--- config.mk ---
export PLATFORM = sky130hd
export DESIGN_NAME = multiplierTop
export DESIGN_NICKNAME = d
export VERILOG_FILES = /design/src/common/multPkg.sv /design/src/common/datapathCtrlIf.sv /design/src/bitCounter.sv /design/src/multControl.sv /design/src/datapath/addSubUnit.sv /design/src/datapath/productRegister.sv /design/src/multiplierTop.sv
export SDC_FILE = /design/constraint.sdc
export NUM_CORES = 1
export LEC_CHECK = 0
export BUFFER_PORTS_ARGS = -buffer_cell sky130_fd_sc_hd__buf_2
export CORE_UTILIZATION = 45
export DETAILED_ROUTE_END_ITERATION = 10
export PLACE_DENSITY = 0.67
export SLEW_MARGIN = 15
export SYNTH_ARGS = -nofsm -noshare
export SYNTH_HDL_FRONTEND = slang
export SYNTH_SLANG_ARGS = --single-unit
--- constraint.sdc ---
create_clock -name Clk -period 9.5 [get_ports Clk]
set_input_delay 2.375 -clock Clk [delete_from_list [all_inputs] [get_ports Clk]]
set_output_delay 2.375 -clock Clk [all_outputs]
set_load 0.005 [all_outputs]
--- src/common/multPkg.sv ---
// Shared widths and operand types for the 8-bit signed shift-and-add multiplier
`default_nettype none

package multPkg;

    // Operand width, one switch word
    localparam int operandWidth = 8;

    // One add/shift pair per multiplier bit
    localparam int bitSteps = 8;

    // Enough to index bitSteps bits
    localparam int countWidth = 3;

    // Signed operand as seen on the switches, A and B
    typedef logic signed [operandWidth-1:0] operandT;

    // Sign-extended sum, top bit becomes X
    typedef logic signed [operandWidth:0] extT;

endpackage

`default_nettype wire

--- src/common/datapathCtrlIf.sv ---
// Control strobes from the sequencer to the product register, plus the current multiplier bit
`timescale 1ns/1ps
`default_nettype none

interface datapathCtrlIf;

    logic clrLd;   // Load B from Sw, clear X and A
    logic clearA;  // Clear X and A only
    logic shift;   // Arithmetic shift of X, A, B
    logic add;     // Capture A + S
    logic sub;     // Capture A - S, sign bit step
    logic m;       // B bit 0

    // Sequencer side
    modport control (
        output clrLd,
        output clearA,
        output shift,
        output add,
        output sub,
        input  m
    );

    // Register side
    modport datapath (
        input  clrLd,
        input  clearA,
        input  shift,
        input  add,
        input  sub,
        output m
    );

endinterface

`default_nettype wire

--- src/bitCounter.sv ---
// Multiplier bit counter, flags the sign bit step
`timescale 1ns/1ps
`default_nettype none

module bitCounter (
    input  logic Clk,
    input  logic rstN,
    input  logic countClear,
    input  logic countStep,
    output logic lastBit
);

    logic [multPkg::countWidth-1:0] count;

    always_ff @(posedge Clk or negedge rstN)
    begin
        if (!rstN)
        begin
            count <= '0;
        end
        else if (countClear)
        begin
            count <= '0;
        end
        else if (countStep)
        begin
            count <= count + 1'b1;  // Wraps back to 0 after the sign bit
        end
    end

    // High while bit 7 is being worked on
    assign lastBit = (count == multPkg::countWidth'(multPkg::bitSteps - 1));

endmodule

`default_nettype wire

--- src/multControl.sv ---
// Multiplier sequencer, a Moore FSM stepping clear, add/subtract and shift
// with a separate bit counter in place of unrolled per-bit states
`timescale 1ns/1ps
`default_nettype none

module multControl (
    input  logic Clk,
    input  logic rstN,
    input  logic Run,
    input  logic ClearALoadB,
    input  logic lastBit,
    output logic countClear,
    output logic countStep,
    datapathCtrlIf.control ctrl
);

    typedef enum logic [2:0] {
        Idle,
        Clear,
        Add,
        Shift,
        Done
    } stateT;

    stateT state;
    stateT nextState;

    always_ff @(posedge Clk or negedge rstN)
    begin
        if (!rstN)
        begin
            state <= Idle;
        end
        else
        begin
            state <= nextState;
        end
    end

    // Next state
    always_comb
    begin
        nextState = state;
        unique case (state)
            Idle:
            begin
                if (Run)
                begin
                    nextState = Clear;
                end
            end
            Clear: nextState = Add;  // Bit 0 next
            Add:   nextState = Shift;
            Shift:
            begin
                // Sign bit was the last one processed
                if (lastBit)
                begin
                    nextState = Done;
                end
                else
                begin
                    nextState = Add;
                end
            end
            Done:
            begin
                if (!Run)
                begin
                    nextState = Idle;  // Run must drop before another multiply
                end
            end
            default: nextState = Idle;
        endcase
    end

    // Strobes, all one-cycle levels
    always_comb
    begin
        ctrl.clrLd  = 1'b0;
        ctrl.clearA = 1'b0;
        ctrl.shift  = 1'b0;
        ctrl.add    = 1'b0;
        ctrl.sub    = 1'b0;
        countClear  = 1'b0;
        countStep   = 1'b0;
        unique case (state)
            Idle, Done:
            begin
                ctrl.clrLd = ClearALoadB;  // Reload only while not multiplying
            end
            Clear:
            begin
                ctrl.clearA = 1'b1;
                countClear  = 1'b1;
            end
            Add:
            begin
                // Subtract S for the sign bit, add for the rest
                ctrl.add = ctrl.m & ~lastBit;
                ctrl.sub = ctrl.m & lastBit;
            end
            Shift:
            begin
                ctrl.shift = 1'b1;
                countStep  = 1'b1;
            end
            default: ;
        endcase
    end

endmodule

`default_nettype wire

--- src/datapath/addSubUnit.sv ---
// Ripple-carry adder/subtractor forming A plus or minus S at nine bits
`timescale 1ns/1ps
`default_nettype none

module addSubUnit (
    input  multPkg::operandT a,
    input  multPkg::operandT s,
    input  logic             sub,
    output multPkg::extT     sum
);

    localparam int msb = multPkg::operandWidth - 1;

    multPkg::extT aExt;
    multPkg::extT sExt;
    multPkg::extT sOp;
    logic [multPkg::operandWidth:0] carry;

    assign aExt = {a[msb], a};
    assign sExt = {s[msb], s};

    // Two's complement subtract: invert S and carry in a 1
    assign sOp      = sExt ^ {(multPkg::operandWidth + 1){sub}};
    assign carry[0] = sub;

    genvar i;
    generate
        for (i = 0; i < multPkg::operandWidth; i++)
        begin : gFullAdd
            assign sum[i]     = aExt[i] ^ sOp[i] ^ carry[i];
            assign carry[i+1] = (aExt[i] & sOp[i]) | (carry[i] & (aExt[i] ^ sOp[i]));
        end
    endgenerate

    // Ninth cell, carry out is not needed
    assign sum[multPkg::operandWidth] = aExt[multPkg::operandWidth] ^
                                        sOp[multPkg::operandWidth] ^
                                        carry[multPkg::operandWidth];

endmodule

`default_nettype wire

--- src/datapath/productRegister.sv ---
// X, A and B registers holding the partial product and the multiplier
`timescale 1ns/1ps
`default_nettype none

module productRegister (
    input  logic             Clk,
    input  logic             rstN,
    input  multPkg::operandT Sw,
    datapathCtrlIf.datapath  ctrl,
    input  multPkg::extT     sum,
    output multPkg::operandT aReg,
    output multPkg::operandT bReg,
    output logic             xBit
);

    localparam int msb = multPkg::operandWidth - 1;

    always_ff @(posedge Clk or negedge rstN)
    begin
        if (!rstN)
        begin
            xBit <= 1'b0;
            aReg <= '0;
            bReg <= '0;
        end
        else if (ctrl.clrLd)
        begin
            // New multiplier from the switches
            xBit <= 1'b0;
            aReg <= '0;
            bReg <= Sw;
        end
        else if (ctrl.clearA)
        begin
            xBit <= 1'b0;
            aReg <= '0;
        end
        else if (ctrl.add || ctrl.sub)
        begin
            {xBit, aReg} <= sum;  // Ninth bit keeps the sign on overflow
        end
        else if (ctrl.shift)
        begin
            // X copies into itself, A bit 0 drops into B
            {xBit, aReg, bReg} <= {xBit, xBit, aReg, bReg[msb:1]};
        end
    end

    assign ctrl.m = bReg[0];  // Current multiplier bit

endmodule

`default_nettype wire

--- src/multiplierTop.sv ---
// 8-bit signed shift-and-add multiplier top level
// Product ends in A (high byte) and B (low byte), X holds its sign
`timescale 1ns/1ps
`default_nettype none

module multiplierTop (
    input  logic             Clk,
    input  logic             rstN,
    input  logic             Run,
    input  logic             ClearALoadB,
    input  multPkg::operandT Sw,
    output multPkg::operandT Aval,
    output multPkg::operandT Bval,
    output logic             X
);

    logic countClear;
    logic countStep;
    logic lastBit;

    multPkg::extT sum;

    datapathCtrlIf ctrlBus ();

    multControl multControl_i (
        .Clk         (Clk),
        .rstN        (rstN),
        .Run         (Run),
        .ClearALoadB (ClearALoadB),
        .lastBit     (lastBit),
        .countClear  (countClear),
        .countStep   (countStep),
        .ctrl        (ctrlBus.control)
    );

    bitCounter bitCounter_i (
        .Clk        (Clk),
        .rstN       (rstN),
        .countClear (countClear),
        .countStep  (countStep),
        .lastBit    (lastBit)
    );

    // Switches act as S during the multiply
    addSubUnit addSubUnit_i (
        .a   (Aval),
        .s   (Sw),
        .sub (ctrlBus.sub),
        .sum (sum)
    );

    productRegister productRegister_i (
        .Clk  (Clk),
        .rstN (rstN),
        .Sw   (Sw),
        .ctrl (ctrlBus.datapath),
        .sum  (sum),
        .aReg (Aval),
        .bReg (Bval),
        .xBit (X)
    );

endmodule

`default_nettype wire

# [Word level (Yosys, flattened, before mapping)]
# Cells that the tools add are included.
[op_classes] n_bitwise=46 muxes=22 n_mul=0 add_sub_neg=1 reduce_logical=9 div_mod_pow=0 order_cmp=0 n_eq_ne=9 shift=0
[ops] cell="$mux W8" count=8
[ops] cell="$and A1 B1 Y1" count=18
[ops] cell="$xor A1 B1 Y1" count=18
[ops] cell="$mux W3" count=5
[ops] cell="$pmux W3 S5" count=1
[ops] cell="$xor A9 B9 Y9" count=1
[ops] cell="$mux W1" count=8
[ops] cell="$ne A2 B2 Y1 const B" count=4
[ops] cell="$or A1 B1 Y1" count=8
[ops] cell="$eq A3 B2 Y1 const B" count=2
[ops] cell="$eq A3 B3 Y1 const B" count=2
[ops] cell="$reduce_bool A2 Y1" count=2
[ops] cell="$reduce_bool A4 Y1" count=1
[ops] cell="$add A3 B1 Y3 const B" count=1
[ops] cell="$eq A3 B1 Y1 const B" count=1
[ops] cell="$logic_not A3 Y1" count=1
[ops] cell="$reduce_and A3 Y1" count=1
[ops] cell="$reduce_bool A3 Y1" count=1
[ops] cell="$reduce_and A2 Y1" count=1
[ops] cell="$reduce_or A2 Y1" count=1
[ops] cell="$logic_or A1 B1 Y1" count=1
[ops] cell="$not A1 Y1" count=1
[word_totals] n_memories=0 mem_bits_ro=0 input_bits=12 output_inout_bits=17 ff_bits=23 latchBits=0 wordCells=92 mem_bits_rw=0

# [Longest topological paths before layout]
[logic_depth] ltp_word=25 mapped_depth=16 depth_no_buf=16

# [By module]
# Synthesis repeated with hierarchy kept, for this count alone.
[hier_totals] cells_unflattened=131 area_unflattened_um2=1561.5
[by_module_without_submodules] module="productRegister" area_each_um2=910.9 n_inst=1 cells_per_inst=68 seq_area_each_um2=425.4
[by_module_without_submodules] module="addSubUnit" area_each_um2=310.3 n_inst=1 cells_per_inst=32 seq_area_each_um2=0.0
[by_module_without_submodules] module="multControl" area_each_um2=200.2 n_inst=1 cells_per_inst=20 seq_area_each_um2=75.1
[by_module_without_submodules] module="bitCounter" area_each_um2=140.1 n_inst=1 cells_per_inst=11 seq_area_each_um2=75.1

# [Least setup slack after synthesis]
# OpenSTA, ideal clock, no wires.
[synth_timing] kind="in2reg" start="in Sw[1]" end="reg productRegister_i.aReg[7]" path_slack_ns=4.097 t_arrival_ns=5.267 setup_ns=0.135 n_path_buf=0 cell_stages=12 required_time_ns=9.365 path_cell_list="xnor2_1 > fa_1 > inv_1 > fa_1 > inv_1 > fa_1 > fa_1 > fa_1 > fa_1 > fa_1 > mux2i_1 > o2bb2ai_1"
[synth_between] elab_chain_len=18 word_cells_on_any_way=19 classes_between="mux (3); bitwise (16)"
[synth_lines] item="start: declaration" line="multiplierTop.sv:11" text="input multPkg::operandT Sw,"
[synth_lines] item="$xor A9 B9 Y9 *" line="addSubUnit.sv:23" text="assign sOp = sExt ^ {(multPkg::operandWidth + 1){sub}};"
[synth_lines] item="$xor A1 B1 Y1" line="addSubUnit.sv:31" text="assign carry[i+1] = (aExt[i] & sOp[i]) | (carry[i] & (aExt[i] ^ sOp[i]));"
[synth_lines] item="$and A1 B1 Y1" line="addSubUnit.sv:31"
[synth_lines] item="$or A1 B1 Y1 *" line="addSubUnit.sv:31"
[synth_lines] item="$and A1 B1 Y1 *" line="addSubUnit.sv:31"
[synth_lines] item="$or A1 B1 Y1 *" line="addSubUnit.sv:31"
[synth_lines] item="$and A1 B1 Y1 *" line="addSubUnit.sv:31"
[synth_lines] item="$or A1 B1 Y1 *" line="addSubUnit.sv:31"
[synth_lines] item="(+2 left out)"
[synth_lines] item="$and A1 B1 Y1 *" line="addSubUnit.sv:31"
[synth_lines] item="$or A1 B1 Y1 *" line="addSubUnit.sv:31"
[synth_lines] item="$and A1 B1 Y1 *" line="addSubUnit.sv:31"
[synth_lines] item="$or A1 B1 Y1 *" line="addSubUnit.sv:31"
[synth_lines] item="$xor A1 B1 Y1 *" line="addSubUnit.sv:30" text="assign sum[i] = aExt[i] ^ sOp[i] ^ carry[i];"
[synth_lines] item="$mux W8 *" line="productRegister.sv:38" text="else if (ctrl.add || ctrl.sub)"
[synth_lines] item="$mux W8 *" line="productRegister.sv:33" text="else if (ctrl.clearA)"
[synth_lines] item="$mux W8 *" line="productRegister.sv:26" text="else if (ctrl.clrLd)"
[synth_lines] item="end signal: assignment" line="productRegister.sv:40" text="{xBit, aReg} <= sum;"
[synth_lines] item="end signal: assignment" line="productRegister.sv:45" text="{xBit, aReg, bReg} <= {xBit, xBit, aReg, bReg[msb:1]};"
[synth_lines] item="end: declaration" line="productRegister.sv:11" text="output multPkg::operandT aReg,"
# Mark *: on every way between the ends. The rest lies on a longest branch, timed or not.
# A chain may end at the register's enable or synchronous reset.

# [Worst setup path in the final report]
[layout_timing] start="in Sw[0]" end="reg productRegister_i.aReg[7]"
[layout_between] elab_chain_len=20 word_cells_on_any_way=21 classes_between="mux (3); bitwise (18)"
[layout_lines] item="$xor A9 B9 Y9 *" line="addSubUnit.sv:23"
[layout_lines] item="$xor A1 B1 Y1" line="addSubUnit.sv:31"
[layout_lines] item="$and A1 B1 Y1" line="addSubUnit.sv:31"
[layout_lines] item="$or A1 B1 Y1 *" line="addSubUnit.sv:31"
[layout_lines] item="$and A1 B1 Y1 *" line="addSubUnit.sv:31"
[layout_lines] item="$or A1 B1 Y1 *" line="addSubUnit.sv:31"
[layout_lines] item="$and A1 B1 Y1 *" line="addSubUnit.sv:31"
[layout_lines] item="$or A1 B1 Y1 *" line="addSubUnit.sv:31"
[layout_lines] item="(+4 left out)"
[layout_lines] item="$and A1 B1 Y1 *" line="addSubUnit.sv:31"
[layout_lines] item="$or A1 B1 Y1 *" line="addSubUnit.sv:31"
[layout_lines] item="$and A1 B1 Y1 *" line="addSubUnit.sv:31"
[layout_lines] item="$or A1 B1 Y1 *" line="addSubUnit.sv:31"
[layout_lines] item="$xor A1 B1 Y1 *" line="addSubUnit.sv:30"
[layout_lines] item="$mux W8 *" line="productRegister.sv:38"
[layout_lines] item="$mux W8 *" line="productRegister.sv:33"
[layout_lines] item="$mux W8 *" line="productRegister.sv:26"
# Marks and branches as above.

==> flow_metrics.env <==
export IMPL_startpoint_type="primary input"
export IMPL_grt_usage=0.179
export IMPL_drv_cap=0
export IMPL_postCtsSetupRepairBufs=0
export IMPL_ys_warn_count=0
export IMPL_crit_type="primary input to flop"
export IMPL_min_period_ns=5.40
export IMPL_ctsRootBufferMaster="clkbuf_4"
export IMPL_grt_pass1_wl_um=4640
export IMPL_post_dp_hpwl_um=2020
export IMPL_postSynthAreaPerCell_um2=12.1
export IMPL_cp_arrival_ns=5.58
export IMPL_end_kind="flop"
export IMPL_rows=20
export IMPL_drtAntennaViolNets=0
export IMPL_grt_max_degree=24
export IMPL_drt_initial_drc_count=33
export IMPL_postCtsHoldBufs=0
export IMPL_hp_class="flop to flop"
export IMPL_hold_depth=2
export IMPL_synthesis_instances=119
export IMPL_critPathMaxFanout=5
export IMPL_finalHoldViolCount=0
export IMPL_antenna_found_initial=0
export IMPL_htree_levels=1
export IMPL_clk_latency_ns=0.31
export IMPL_syn_area_um2=1440
export IMPL_yosysSeqAreaShare=0.400
export IMPL_clock_sinks=23
export IMPL_reg2reg_slack_ns=4.77
export IMPL_max_slew_margin=0.537
export IMPL_drt_first_pass_iters=6
export IMPL_gp_congestion=0.838
export IMPL_die_h_um=58.5
export IMPL_dieArea_um2=3420
export IMPL_setup_viol=0
export IMPL_dp_worst_setup_slack_ns=3.79
export IMPL_synth_distinct_cells=30
export IMPL_clock_fmax_ghz=0.185
export IMPL_fin_skew_ns=0.00155
export IMPL_period_share=0.568
export IMPL_clkTransAtPathRegs_ns=0.13
export IMPL_cp_required_ns=9.68
export IMPL_gr_total_overflow=0
export IMPL_clock_path_buffers=2
export IMPL_fillers=293
export IMPL_synth_nets=140
export IMPL_drc=0
export IMPL_nets=167
export IMPL_numPortBuffers=28
export IMPL_first_global_vias=1003
export IMPL_fin_ws_ns=4.10
export IMPL_powerDensity_nw_per_um2=302
export IMPL_rsz0062_at_grt="false"
export IMPL_antennaDiodeCount=0
export IMPL_drive_above_1_share=0.338
export IMPL_ir_drop_mv=0.118
export IMPL_vias=976
export IMPL_routed_via_density=5.16
export IMPL_tns_ns=0
export IMPL_yosys_register_bits=23
export IMPL_start_util=0.471
export IMPL_ctsResizeCount=0
export IMPL_num_io_pins=29
export IMPL_postRouteWirelength_um=2730
export IMPL_p_leak_nw=0.774
export IMPL_syn_to_final_growth_pct=12.5
export IMPL_wl_per_cell_um=14.5
export IMPL_report_final_slew_viol_count=0
export IMPL_reg2regPathDepth=14
export IMPL_cts_buffers=3
export IMPL_worst_pin_slew_ns=0.693
export IMPL_coreArea_um2=3050
export IMPL_status="finished clean"
export IMPL_die_w_um=58.5
export IMPL_cts_tree="done"
## worst max-delay path, cell delays in order
cell and delay (ns):
buf_2 0.12, nand2_1 0.06, o21ai_0 0.11, fa_1 0.40
inv_1 0.08, fa_1 0.15, inv_1 0.05, fa_1 0.38
fa_1 0.39, fa_1 0.39, fa_1 0.39, fa_1 0.43
mux2i_1 0.17, o2bb2ai_1 0.09
## cell type report
| type | instances | area (um2) | share of cell area |
|---|---|---|---|
| multi-input cells | 84 | 798 | 0.493 |
| flip-flops and latches | 23 | 576 | 0.356 |
| repair buffers | 28 | 140 | 0.0866 |
| well taps | 44 | 55.1 | 0.0340 |
| clock buffers | 4 | 26.3 | 0.0162 |
| inverters | 6 | 22.5 | 0.0139 |
## state kept, by name (all words and copies together), names as in the netlist
register,count
bitCounter_i.count,3
multControl_i.state,3
productRegister_i.aReg,8
productRegister_i.bReg,8
productRegister_i.xBit,1
## cell usage after synthesis (all sizes together)
cell type  number  area, um2
a21oi           2       10.0
and3            1       6.26
and4bb          1       12.5
buf             6       41.3
dfrtp          23        576
fa              7        140
ha              2       25.0
inv             6       22.5
mux2           16        218
mux2i           9       90.1
nand2           9       36.3
nand2b          3       18.8
nand3           1       5.00
nand3b          2       15.0
nor2            3       11.3
nor2b           1       6.26
nor3            2       10.0
nor3b           1       7.51
o211ai          2       15.0
o21a            1       7.51
o21ai           5       25.0
o21bai          1       7.51
o2bb2ai         7       61.3
or3b            1       8.76
xnor2           5       43.8
xor2            2       17.5
## where the power goes
part	total (W)	switching [W]	internal (W)
Combinational	0.000255	0.000119	0.000136
Sequential	0.000186	0.0000467	0.000140
Clock	0.0000463	0.0000299	0.0000164
Total	0.000488	0.000195	0.000292
## stage by stage
| step | area, um2 | utilization | cells | hold slack [ns] | total power (W) |
|---|---|---|---|---|---|
| floorplan | 1440 | - | 119 | 0.454 | 0.000377 |
| detailed placement | 1590 | 0.521 | 185 | 0.483 | 0.000445 |
| finish | 1620 | 0.530 | 189 | 0.509 | 0.000488 |
| global route | 1620 | 0.530 | 189 | 0.558 | 0.000531 |
| CTS | 1620 | 0.530 | 189 | 0.513 | 0.000492 |
| global placement | 1590 | 0.521 | 185 | 0.469 | 0.000435 |
## path summary, 6_finish.rpt
| path | from | end |
|---|---|---|
| hold reg to reg | bitCounter_i.count[2]$_DFFE_PN0P_ | bitCounter_i.count[2]$_DFFE_PN0P_ |
| hold / removal | bitCounter_i.count[2]$_DFFE_PN0P_ | bitCounter_i.count[2]$_DFFE_PN0P_ |
| setup / recovery | Sw[0] | productRegister_i.aReg[7]$_DFFE_PN0P_ |
| min in group asynchronous | rstN | productRegister_i.aReg[5]$_DFFE_PN0P_ |
| setup reg to reg | multControl_i.state[0]$_DFFE_PN0P_ | productRegister_i.aReg[7]$_DFFE_PN0P_ |
| max in group asynchronous | rstN | productRegister_i.bReg[5]$_DFFE_PN0P_ |
## metal layers
layer  share of wire  global-route usage  up-vias  wire, um
met5               0                   0        -         0
met4          0.0084              0.0680        0        23
met3           0.033              0.0220        2        91
met2            0.45               0.276       22      1230
met1            0.51               0.258      482      1390
li1                -                   -      470         -
## kinds of logic (layout without fill, tap and decap cells)
| logic type | Yosys count | in the layout | synth area share |
|---|---|---|---|
| AND/OR/NAND/NOR | 25 | 25 | 0.0957 |
| flip-flops | 23 | 23 | 0.400 |
| adder cells (fa/ha/maj) | 9 | 9 | 0.115 |
| buffers and inverters | 12 | 38 | 0.0444 |
| AO/OA/AOI/OAI | 18 | 18 | 0.0879 |
| XOR/XNOR | 7 | 7 | 0.0426 |
| multiplexers | 25 | 25 | 0.214 |
## placed cells by master, fill, tap and decap left out
cell / synthesis / routed
o211ai_1: 2 / 2
nand3_1: 1 / 1
xnor2_1: 5 / 5
buf_2: 3 / 28
o21ai_0: 5 / 5
nand2b_1: 3 / 3
or3b_1: 1 / 1
clkbuf_4: 0 / 3
fa_1: 7 / 7
nor2_1: 3 / 3
o21a_1: 1 / 1
nor3_1: 2 / 2
nor3b_1: 1 / 1
xor2_1: 2 / 2
dfrtp_1: 23 / 23
nand2_2: 1 / 1
nor2b_1: 1 / 1
inv_1: 6 / 6
nand3b_1: 2 / 2
and3_1: 1 / 1
mux2_4: 10 / 10
a21oi_1: 2 / 2
ha_1: 2 / 2
nand2_1: 8 / 8
mux2_2: 6 / 6
clkbuf_1: 0 / 1
o2bb2ai_1: 7 / 7
and4bb_2: 1 / 1
mux2i_1: 9 / 9
o21bai_1: 1 / 1
Power figures use the tool's default switching activity.
